[src/perip_defines.svh]
`ifndef PERIP_DEFINES_SVH
`define PERIP_DEFINES_SVH

////////////////////////////////////////
// address map
////////////////////////////////////////

// dram range, both ends inclusive
`define PERIP_DRAM_BASE    32'h8010_0000
`define PERIP_DRAM_LAST    32'h8013_FFFC
`define PERIP_SW0_ADDR     32'h8020_0000
`define PERIP_SW1_ADDR     32'h8020_0004
`define PERIP_KEY_ADDR     32'h8020_0010
`define PERIP_SEG_ADDR     32'h8020_0020
`define PERIP_LED_ADDR     32'h8020_0040
`define PERIP_CNT_ADDR     32'h8020_0050

// word address bits of the ram, 64K words
`define PERIP_DRAM_AW      16

////////////////////////////////////////
// counter and display timing
////////////////////////////////////////

`define PERIP_CNT_START    32'h8000_0000
`define PERIP_CNT_STOP     32'hFFFF_FFFF
// clk cycles per count step
`define PERIP_CNT_DIV      4
// clk cycles per scan phase
`define PERIP_SEG_SCAN_DIV 8

`endif
[src/counter.sv]
`timescale 1ns/1ps
`include "perip_defines.svh"

module counter (
    input  logic        clk,
    input  logic        rst,
    input  logic [31:0] wdata,
    input  logic        wen,
    output logic [31:0] count
);

    localparam int PRESC_W = (`PERIP_CNT_DIV > 1) ? $clog2(`PERIP_CNT_DIV) : 1;
    localparam logic [PRESC_W-1:0] PRESC_LAST = PRESC_W'(`PERIP_CNT_DIV - 1);

    logic               running;
    logic [PRESC_W-1:0] presc;
    logic               tick;
    logic               cmd_start;
    logic               cmd_stop;

    // anything other than the two commands is dropped
    assign cmd_start = wen && (wdata == `PERIP_CNT_START);
    assign cmd_stop  = wen && (wdata == `PERIP_CNT_STOP);

    assign tick = running && (presc == PRESC_LAST);

    always_ff @(posedge clk or posedge rst) begin
        if (rst) begin
            running <= 1'b0;
            presc   <= '0;
            count   <= '0;
        end else if (cmd_start) begin
            running <= 1'b1;
            presc   <= '0;
            count   <= '0;
        end else if (cmd_stop) begin
            running <= 1'b0;
        end else if (running) begin
            if (tick) begin
                presc <= '0;
                count <= count + 32'd1;
            end else begin
                presc <= presc + 1'b1;
            end
        end
    end

endmodule

[config.mk]
export PLATFORM = sky130hd
export DESIGN_NAME = counter
export DESIGN_NICKNAME = d
export VERILOG_FILES = /design/src/counter.sv
export VERILOG_INCLUDE_DIRS = /design/src /design/src/src
export SDC_FILE = /design/constraint.sdc
export NUM_CORES = 1
export LEC_CHECK = 0
export ABC_AREA = 1
export BUFFER_PORTS_ARGS = -buffer_cell sky130_fd_sc_hd__buf_2
export CAP_MARGIN = 20
export CORE_MARGIN = 2
export CORE_UTILIZATION = 59
export CTS_CLUSTER_DIAMETER = 80
export DETAILED_ROUTE_END_ITERATION = 12
export PLACE_DENSITY_LB_ADDON = 0.08
export SYNTH_ARGS = -nofsm -noshare
export SYNTH_HDL_FRONTEND = slang
export SYNTH_SLANG_ARGS = --single-unit
[constraint.sdc]
create_clock -name clk -period 3.4 [get_ports clk]
set_clock_uncertainty 0.15 [all_clocks]
set_input_delay 0.34 -clock clk [delete_from_list [all_inputs] [get_ports clk]]
set_output_delay 0.34 -clock clk [all_outputs]
set_load 0.02 [all_outputs]
Word level (Yosys, flattened, before mapping)
Cells that the tools add are included.
Word-level totals
  register bits: 35
  input port bits: 35
  logic and storage cells: 27
Operators by class
  add/sub/neg operators: 2
  reduce and logical (&&, ||, !) cells: 8
  equal/unequal tests: 4
  multiplexer cells: 10
Operator list (number)
  32-bit 2-to-1 mux: 4
  32-bit equality test (second input constant): 2
  32-bit by 1-bit adder with 32-bit output (second input constant): 1
  2-bit 2-to-1 mux: 4
  2-bit nonzero test: 3
  1-bit logical AND: 3
  3-bit AND reduction: 1
  2-bit by 1-bit adder with 2-bit output (second input constant): 1
  2-bit equality test (second input constant): 1
  1-bit 2-to-1 mux: 2
  2-bit inequality test (second input constant): 1
  2-bit AND reduction: 1

Logic depth before layout (Yosys ltp)
  word-level depth: 6
  depth in mapped cells: 11
  mapped depth without buffers: 11

Worst setup path after synthesis
OpenSTA, ideal clock, no wires.
  path type: register -> register
  start: register count[0]
  end: register count[22]
  slack: 1620 ps
  arrival time: 1559 ps
  cell stages (with the launch flop): 10
  clock period less this slack: 1780 ps
  data required time: 3179 ps
  path through: dfrtp_1 ha_1 nand3_1 nor2_1 nand3_1 nor2_1 nand3_1 nand2_1 inv_1 nor2_1
Between the ends
  cells in the longest elaborated chain, start to end: 5
Ends and longest elaborated chain
  from (decl): RTL line counter.sv:9  | output logic [31:0] count
  from (signal assigned): RTL line counter.sv:41  | count <= count + 32'd1;
  32-bit by 1-bit adder with 32-bit output: RTL line counter.sv:41
  32-bit 2-to-1 mux: RTL line counter.sv:39  | if (tick) begin
  32-bit 2-to-1 mux: RTL line counter.sv:38  | end else if (running) begin
  32-bit 2-to-1 mux: RTL line counter.sv:36  | end else if (cmd_stop) begin
  32-bit 2-to-1 mux: RTL line counter.sv:32  | end else if (cmd_start) begin
No other way between the ends. The select of a mux whose other input is x is not followed.
A chain may end at the register's enable or synchronous reset.

Worst setup path after layout
Same ends and word-level chain as after synthesis.

==> flow_metrics.tcl <==
set metrics [dict create \
    dp_hpwl_um 5630 \
    status "complete, but fails checks" \
    ys_types 21 \
    vias 3240 \
    cts.clk_slew.worst_paths_ns 0.07 \
    irDropWorstVdd_uv 152 \
    via_per_inst 5.25 \
    power_density_nw_per_um2 244 \
    path_cells "ha_1, nand3_1, nor2_1, nand3_1, nor2_1, nand3_1, nand2_1, inv_1, nor2_1" \
    synth_fp_nets 532 \
    die-area_um2 5380 \
    routabilityCongestion 0.950 \
    cts-root-buf "clkbuf_8" \
    synthTopCellsByArea "dfrtp_1 (31%), nand2_1 (25%), nor2_1 (13%)" \
    synth_fa_ha_area_share_pct 0.881 \
    overflow 0 \
    fin_crit_sh_pct 61.1 \
    rows 25 \
    synth_area_per_cell_um2 5.74 \
    violations "negative hold slack" \
    fin_setup_tns_ns 0 \
    area_growth_pct 16.3 \
    die_h_um 73.4 \
    first_iter_violations 218 \
    p_switching_uw 183 \
    intPower_uw 624 \
    crit_path_start "count[0]" \
    end_kind "register" \
    synthMuxAreaShare_pct 0 \
    ys_seq_area_share_pct 30.9 \
    cts.sinks 35 \
    wirelength_um 7510 \
    multi_input_area_um2 1650 \
    slew_headroom_pct 68.5 \
    grt_max_degree 36 \
    coreArea_um2 4690 \
    post_cts_buffers 0 \
    slew_viol_final 0 \
    cts_tree "built" \
    grt_first_pass_wirelength_um 13000 \
    syn_area_um2 2840 \
    finalSetupViolations 0 \
    wl_per_cell_um 12.2 \
    seqPwrFrac_pct 51.6 \
    htreeDepth 2 \
    ys_seq_elements 35 \
    rsz0062_at_grt "no" \
    fmaxAchievable_mhz 481 \
    synth_top_family_by_area "simple AND/OR/NAND/NOR gates" \
    drt-pass1-iter-count 5 \
    synth_warnings 0 \
    reg2reg_from "count[0]" \
    nFillCells 445 \
    num_antenna_cells 0 \
    p_comb_share_pct 6.6 \
    netlist.area_leader.share_pct 30.9 \
    grt_pass1_vias 3017 \
    post_cts_resized 0 \
    portBuffers 66 \
    switching_share_pct 22.7 \
    finalHoldViolCount 26 \
    arrival_ns 2.16 \
    critical_path_class "register to register" \
    ff_latch_area_um2 876 \
    drc 0 \
    worst_slew_pin_slew_ns 0.472 \
    slowest_delay_ns 0.51 \
    total_power_uw 807 \
    antenna_found_initial 0 \
    cp-start-kind "register" \
    insertion_delay_ns 0.29 \
    clock_path_buffers 2 \
    required_ns 3.48 \
    synth_xor_area_share_pct 4.32 \
    path_max_fanout 8 \
    initial_core_util_pct 60.5 \
    hold_class "primary input to async pin" \
    synth_compound_area_share_pct 0.176 \
    nNetsFinal 599 \
    final_antenna_net_count 0 \
    ctsHoldBuffers 0 \
    yosys.area_share.simple_pct 52.9 \
    drive_gt1_share_pct 14.7 \
    dieWidth_um 73.4 \
    cts_made_buffers 5 \
    cp_slowest_cell "dfrtp_1" \
    synth_cells 495 \
    p_clk_share_pct 41.9 \
    synth_top_area_cell "dfrtp_1" \
    leakagePower_nw 1.89 \
    ioPinCount 67 \
    post-route-min-period_ns 2.08 \
    timing.hold.ws_ns -0.00870 \
    grtUsageTotal_pct 30.8 \
    max_cap_viol_count 0 \
]
-- kinds of logic (layout without fill, tap and decap cells) --
family / after synthesis / after routing
compound gates: 1 / 1
xor+xnor: 14 / 14
fa+ha+maj: 2 / 2
buf+inv: 74 / 142
flops: 35 / 35
simple gates: 369 / 369
-- cell usage in the layout, fill, tap and decap left out --
cell and n:
buf_2 66, buf_4 5, clkbuf_1 1, clkbuf_8 7
dfrtp_1 35, ha_1 2, inv_1 62, inv_2 1
nand2_1 191, nand2_2 1, nand3_1 65, nand3_2 1
nand3b_1 1, nand4_1 5, nor2_1 102, nor2_2 1
nor3_1 1, nor3_2 1, o21ai_0 1, xnor2_1 1
xor2_1 13
-- area by class of cell --
type                       count  area share (%)
timing repair buffer          71            11.1
multi-input combinational    386            50.1
sequential                    35            26.5
clock buffer                   8            3.03
inverter                      63            7.16
tap                           54            2.05
-- critical path, delay by kind of cell, from the launching register on --
family | cells | cell delay [ns]
AND/OR/NAND/NOR | 7 | 1.07
buffers and inverters | 1 | 0.03
adder cells (fa/ha/maj) | 1 | 0.24
flip-flops | 1 | 0.51
-- cell usage after synthesis --
cell and count:
dfrtp_1 35, nor3_2 1, xnor2_1 1, nand2_2 1, buf_6 3, inv_1 62, o21ai_0 1, nand2_1 191
nor3_1 1, buf_4 1, nor2_2 1, ha_1 2, clkbuf_1 3, xor2_1 13, nand3b_1 1, nand3_1 65
nand4_1 5, nor2_1 102, nand3_2 1, inv_2 1, buf_2 4
-- power by group through the flow --
| stage | logic [mW] | clock network (mW) | registers [mW] |
|---|---|---|---|
| 2_1_floorplan | 0.0241 | 0 | 0.424 |
| 3_3_place_gp | 0.0515 | 0 | 0.424 |
| 3_5_place_dp | 0.0539 | 0 | 0.424 |
| 4_1_cts | 0.0542 | 0.346 | 0.416 |
| 5_1_grt | 0.0631 | 0.359 | 0.416 |
| 6_report | 0.0532 | 0.338 | 0.416 |
-- sequential cells by signal, indices dropped and copies added, names as in the netlist --
name     count
presc        2
count       32
running      1
-- worst paths after layout --
check,endpoint,slack [ns],depth (start not counted)
worst max register to register,count[22],1.32,9
worst max-delay path,count[22],1.32,9
max in group asynchronous,count[6],2.80,3
min in group clk,count[22],0.34,5
worst min register to register,presc[1],0.38,2
worst min-delay path,count[31],-0.009,3
-- per-layer routing --
metal	share of wire, %	vias up	GRT usage (%)
li1	-	1640	-
met1	46	1464	40.5
met2	46	120	52.2
met3	6.6	16	5.08
met4	1.8	0	9.09
met5	0	-	0
-- metrics by stage --
stage	instances	hold WS [ns]	setup slack (ns)	cell area, µm²	util [%]
floorplan	495	0.334	1.62	2840	-
global placement	609	0.303	1.26	3200	68.2
detailed placement	609	0.317	1.15	3200	68.2
CTS	617	0.00389	1.39	3300	70.4
global route	617	0.0389	1.18	3300	70.4
finish	617	-0.00870	1.32	3300	70.4
(Power assumes the default switching activity.)
