## config.mk

```make
export PLATFORM = sky130hd
export DESIGN_NAME = display_seg
export DESIGN_NICKNAME = d
export VERILOG_FILES = /design/src/perip_pkg.sv /design/src/display_seg.sv
export VERILOG_INCLUDE_DIRS = /design/src /design/src/src
export SDC_FILE = /design/constraint.sdc
export NUM_CORES = 1
export LEC_CHECK = 0
export ABC_AREA = 1
export BUFFER_PORTS_ARGS = -buffer_cell sky130_fd_sc_hd__buf_2
export CAP_MARGIN = 20
export CELL_PAD_IN_SITES_DETAIL_PLACEMENT = 2
export CELL_PAD_IN_SITES_GLOBAL_PLACEMENT = 2
export CORE_MARGIN = 5
export CORE_UTILIZATION = 24
export DETAILED_ROUTE_END_ITERATION = 10
export PLACE_DENSITY_LB_ADDON = 0.1
export REMOVE_ABC_BUFFERS = 1
export SLEW_MARGIN = 5
export SYNTH_ARGS = -nofsm -noshare
export SYNTH_HDL_FRONTEND = slang
export SYNTH_SLANG_ARGS = --single-unit
```

## constraint.sdc

```tcl
create_clock -name clk -period 2.7 [get_ports clk]
set_input_delay 0.135 -clock clk [delete_from_list [all_inputs] [get_ports clk]]
set_output_delay 0.135 -clock clk [all_outputs]
set_load 0.01 [all_outputs]
```

## src/perip_defines.svh

```systemverilog
`ifndef PERIP_DEFINES_SVH
`define PERIP_DEFINES_SVH

////////////////////////////////////////
// address map
////////////////////////////////////////

// dram range, both ends inclusive
`define PERIP_DRAM_BASE    32'h8010_0000
`define PERIP_DRAM_LAST    32'h8013_FFFC
`define PERIP_SW0_ADDR     32'h8020_0000
`define PERIP_SW1_ADDR     32'h8020_0004
`define PERIP_KEY_ADDR     32'h8020_0010
`define PERIP_SEG_ADDR     32'h8020_0020
`define PERIP_LED_ADDR     32'h8020_0040
`define PERIP_CNT_ADDR     32'h8020_0050

// word address bits of the ram, 64K words
`define PERIP_DRAM_AW      16

////////////////////////////////////////
// counter and display timing
////////////////////////////////////////

`define PERIP_CNT_START    32'h8000_0000
`define PERIP_CNT_STOP     32'hFFFF_FFFF
// clk cycles per count step
`define PERIP_CNT_DIV      4
// clk cycles per scan phase
`define PERIP_SEG_SCAN_DIV 8

`endif
```

## src/perip_pkg.sv

```systemverilog
package perip_pkg;

    ////////////////////////////////////////
    // bus request
    ////////////////////////////////////////

    // access width, only the dram looks at it
    typedef enum logic [1:0] {
        size_byte = 2'b00,
        size_half = 2'b01,
        size_word = 2'b10
    } access_size_e;

    // one cpu access, presented for a single cycle
    typedef struct packed {
        logic [31:0]  addr;
        logic [31:0]  wdata;
        logic         wen;
        access_size_e size;
    } perip_req_t;

    ////////////////////////////////////////
    // dram storage
    ////////////////////////////////////////

    // same word seen whole or as byte lanes, lane 0 in the low bits
    typedef union packed {
        logic [31:0]     word;
        logic [3:0][7:0] lanes;
    } dram_word_u;

    ////////////////////////////////////////
    // display
    ////////////////////////////////////////

    // seg is gfedcba, an is one-hot and active high
    typedef struct packed {
        logic [1:0] an;
        logic       dp;
        logic [6:0] seg;
    } seg_lane_t;

    typedef seg_lane_t [3:0] seg_bus_t;

endpackage

```

## src/display_seg.sv

```systemverilog
`timescale 1ns/1ps
`include "perip_defines.svh"

module display_seg (
    input  logic                clk,
    input  logic                rst,
    input  logic [31:0]         value,
    output perip_pkg::seg_bus_t seg
);
    import perip_pkg::*;

    localparam int SCAN_W = (`PERIP_SEG_SCAN_DIV > 1) ? $clog2(`PERIP_SEG_SCAN_DIV) : 1;
    localparam logic [SCAN_W-1:0] SCAN_LAST = SCAN_W'(`PERIP_SEG_SCAN_DIV - 1);

    logic [SCAN_W-1:0] scan_cnt;
    logic              phase;

    // gfedcba, lit segment is 1
    function automatic logic [6:0] hex_to_seg(input logic [3:0] digit);
        logic [6:0] pat;
        case (digit)
            4'h0:    pat = 7'h3F;
            4'h1:    pat = 7'h06;
            4'h2:    pat = 7'h5B;
            4'h3:    pat = 7'h4F;
            4'h4:    pat = 7'h66;
            4'h5:    pat = 7'h6D;
            4'h6:    pat = 7'h7D;
            4'h7:    pat = 7'h07;
            4'h8:    pat = 7'h7F;
            4'h9:    pat = 7'h6F;
            4'hA:    pat = 7'h77;
            4'hB:    pat = 7'h7C;
            4'hC:    pat = 7'h39;
            4'hD:    pat = 7'h5E;
            4'hE:    pat = 7'h79;
            default: pat = 7'h71;
        endcase
        return pat;
    endfunction

    ////////////////////////////////////////
    // scan timing
    ////////////////////////////////////////

    always_ff @(posedge clk or posedge rst) begin
        if (rst) begin
            scan_cnt <= '0;
            phase    <= 1'b0;
        end else if (scan_cnt == SCAN_LAST) begin
            scan_cnt <= '0;
            phase    <= ~phase;
        end else begin
            scan_cnt <= scan_cnt + 1'b1;
        end
    end

    ////////////////////////////////////////
    // lane outputs
    ////////////////////////////////////////

    // lane k owns byte k, phase picks its low or high nibble
    always_comb begin : lane_build
        seg_lane_t  lane;
        logic [3:0] nib;
        for (int k = 0; k < 4; k++) begin
            nib      = phase ? value[8*k+4 +: 4] : value[8*k +: 4];
            lane.an  = phase ? 2'b10 : 2'b01;
            lane.dp  = 1'b0;
            lane.seg = hex_to_seg(nib);
            seg[k]   = lane;
        end
    end

endmodule

```

* Yosys cells after proc, flatten, opt, wreduce, memory -nomap -nowiden *
Memories as Yosys holds them, arrays and structs flattened.
Index checks and enable logic that the tools add are counted.

storage, ports and cells
  register bits after elaboration = 4
  memories kept = 4
  input bits = 34
  ROM bits = 448

cells by class
  bitwise gates (word level) = 1
  mux-type cells = 6
  eq/ne operators = 1
  add/sub/neg operators = 1

memory list
  memory           words  bits a word  read ports  clocked after Yosys merged registers in  write ports  line               source
  (no name shown)  16     7            1           0                                        0            display_seg.sv:21  case (digit)
  (no name shown)  16     7            1           0                                        0            display_seg.sv:21
  (no name shown)  16     7            1           0                                        0            display_seg.sv:21
  (no name shown)  16     7            1           0                                        0            display_seg.sv:21

operator list
  operator               number
  $mux W4                4
  $add A3 B1 Y3 const B  1
  $eq A3 B3 Y1 const B   1
  $mux W3                1
  $mux W2                1
  $not A1 Y1             1

* Logic depth before layout (Yosys ltp) *
  word-level depth = 2
  depth in mapped cells = 11

* Worst setup path before layout *
OpenSTA, ideal clock, no wires.

  path type = flip-flop to output port
  start point = reg phase
  end point = out seg[3] in the netlist's numbering
  cell stages (with the launch flop) = 11
  path slack = 1.032 ns
  buffers on the path = 2
  data arrival time = 1.533 ns
  cells stage by stage = dfrtp_1 -> buf_6 -> inv_4 -> buf_4 -> nand2_1 -> nand2_2 -> inv_1 -> ha_1 -> nand3_1 -> nand3_1 -> nand2_1

RTL lines
  item                      line               source
  start: declaration        display_seg.sv:16  logic phase;
  start signal: assignment  display_seg.sv:52  phase <= ~phase;
  end: declaration          display_seg.sv:8   output perip_pkg::seg_bus_t seg

==> summary.txt <==
Worst hold path
  – Hold Crit Class: in2async

Logic synthesis
  – Yosys top cell by area: nand2_1
  – Sequential area share after synthesis: 0.0603
  – Seq cells post-synth: 4
  – Synth Warn #: 0
  – Ranking of synthesized cells by area: nand2_1 34%, ha_1 23%, nand3_1 9.7%
  – Avg Cell Area, Syn: 5.48 sq um
  – Post-synthesis cell type count: 18
  – Synth Cell Area: 1660 sq um
  – Share of the synthesized area in the top cell type: 0.342
  – Cells after synthesis: 303

Floorplanning
  – Rows: 30
  – DIE WIDTH: 93.1 um
  – Core area: 6760 sq um
  – Die area: 8680 sq um
  – Initial Util: 0.246
  – Top-level port count: 74
  – Die Ht: 93.1 um

Detailed routing
  – First drt pass iteration count: 4
  – Via count: 1972
  – Vias per cell: 4.44
  – Drc violations: 0
  – Antenna Nets Post-Route: 0
  – DR WL/cell: 12.3 um
  – Initial DRC count: 9
  – Final wirelength: 5480 um

Timing
  – Final-report max-slew violation count: 0
  – Fmax: 0.451 GHz
  – Setup-failing EPs final: 0
  – Setup_tns: 0 ns
  – Final Hold Viols: 0
  – Max Clock Skew: 0.00165 ns
  – Unrepaired setup endpoints after global routing: no
  – Fin crit share: 0.822
  – Min Tclk post-route: 2.22 ns

Global routing
  – Vias in the first global route: 2113
  – First-pass GRT wire length: 9370 um
  – Met1 track demand over resource: 0.166
  – Total gr overflow: 0
  – Total track usage: 0.127
  – GRT met2 Usage: 0.225
  – GR Layer Usage met3: 0.0169
  – Initial antenna violation count: 0
  – Largest net degree at the start of global routing: 38
  – Most Used Layer, Global Route: met2

Worst setup path
  – Slowest cell delay on critical path: 0.39 ns
  – FF-to-FF path depth: 3
  – Crit path required time: 2.57 ns
  – Worst setup path class: reg2out
  – RR Endpoint: phase
  – Max Fanout on Critical Path: 37
  – Critical Path Source: phase
  – Crit path cell chain: buf_4 -> nand2_1 -> nand2_1 -> inv_1 -> ha_1 -> nand3_1 -> nand3_1 -> nand2_1 -> buf_2
  – WP data arrival: 2.08 ns
  – Reg-to-reg slack, setup: 1.60 ns
  – Startpoint types: flip-flop
  – Setup crit end kind: primary output
  – Worst reg2reg startpoint: scan_cnt[0]
  – Crit path max-delay cell type: buf_4
  – Most frequent cell on the critical path: nand2_1

Pwr
  – Pwr per Cell Area: 211 nW/um^2
  – VDD IR max: 91.7 uV
  – Leakage: 0.00135 uW

Clocking
  – Root buffer cell: clkbuf_8
  – H-tree depth: 1
  – CTS tree: yes
  – Worst-Skew Late Latency: 0.21 ns
  – Setup bufs post-CTS: 0
  – Worst-path clk slew: 0.03 ns
  – Num CTS Buffers: 3
  – Clock Path Buffers: 2
  – CTS sink count: 4
  – Post-CTS resize count: 0
  – CTS Hold Bufs: 1

Flow run
  – Max-cap violations: 0

Status
  – Status: completed

Placement
  – PortBufs: 69
  – Routability cong.: 0.730
  – Post-DP HPWL: 4630 um
  – Dpl cells: 440

Layout
  – Nets@finish: 430
  – Final Non-Filler Cells: 444
  – Synth-to-Final Area Change: 23.2%
  – FILL cells: 911
  – Layout cell share with drive strength beyond 1: 0.239
  – Post-layout util: 0.302
  – Antenna Cells: 0
## critical path, delay by kind of cell (launching register included)
family / cells / cell delay [ns]
buf+inv: 3 / 0.64
flops: 1 / 0.38
simple gates: 5 / 0.62
fa+ha+maj: 1 / 0.23
## stage by stage
step / area (sq um) / hold WS (ns) / setup slack (ns) / total power, uW
6_report: 2040 / 0.345 / 0.481 / 432
5_1_grt: 2040 / 0.370 / 0.242 / 481
4_1_cts: 2040 / 0.344 / 0.430 / 441
3_5_place_dp: 1990 / 0.0216 / 0.661 / 313
3_3_place_gp: 1990 / 0.0180 / 0.708 / 309
2_1_floorplan: 1540 / -0.0989 / 0.276 / 213
## cells by family (layout without fill, tap and decap cells)
group	count (synthesis)	after routing	synth area share
XOR/XNOR	1	1	0.00528
other	1	4	0.00226
adder cells (fa/ha/maj)	30	30	0.226
flip-flops	4	4	0.0603
buffers and inverters	62	120	0.185
AO/OA/AOI/OAI	16	16	0.0618
AND/OR/NAND/NOR	189	189	0.459
## power by group
group	leakage [uW]	total, uW	switching, uW	internal, uW
Clock	0.0000216	123	28.6	94.8
Combinational	0.00127	248	153	94.9
Sequential	0.0000518	60.4	0	60.4
Total	0.00135	432	182	250
## cells in the final DEF, fill, tap and decap left out, types with 3 or more instances in the layout
cell type  count
o21ai_0        8
clkbuf_8       3
ha_1          30
dfrtp_1        4
o21ai_2        3
inv_2          4
inv_1         41
buf_2         69
o21ai_1        4
nand3_1       32
nand2_1      151
conb_1         4
nand2_2        5
## synth_stat cells
library cell	instances
nand2_1	151
inv_1	41
nand3_1	32
ha_1	30
buf_4	14
o21ai_0	8
nand2_2	5
dfrtp_1	4
inv_2	4
o21ai_1	4
o21ai_2	3
buf_6	1
buf_8	1
conb_1	1
inv_4	1
nor2_1	1
o21ai_4	1
xor2_1	1
## area by class of cell
class | instances | area, sq um | share of cell area
multi-input cells | 240 | 1260 | 0.618
repair buffers | 71 | 363 | 0.178
inverters | 46 | 175 | 0.0857
flip-flops and latches | 4 | 100 | 0.0490
well taps | 80 | 100 | 0.0490
clock buffers | 3 | 41.3 | 0.0202
## flip-flops by register name (all words and copies together), names as in the netlist
| register | flops |
|---|---|
| phase | 1 |
| scan_cnt | 3 |
## per-layer routing
| layer | routed length [um] | vias up |
|---|---|---|
| met5 | 0 | - |
| met4 | 21 | 0 |
| met3 | 232 | 4 |
| met2 | 2630 | 47 |
| met1 | 2590 | 897 |
| li1 | - | 1024 |
## how the worst max path moves through the flow
| stage | end | slack (ns) | cells past startpoint |
|---|---|---|---|
| 5_1_grt | seg[13] | 0.24 | 9 |
| 3_5_place_dp | seg[25] | 0.66 | 9 |
| 2_1_floorplan | seg[31] | 0.28 | 7 |
| 4_1_cts | seg[25] | 0.43 | 9 |
| 6_report | seg[36] | 0.48 | 9 |
| 3_3_place_gp | seg[23] | 0.71 | 9 |
Power figures use the tool's default switching activity.
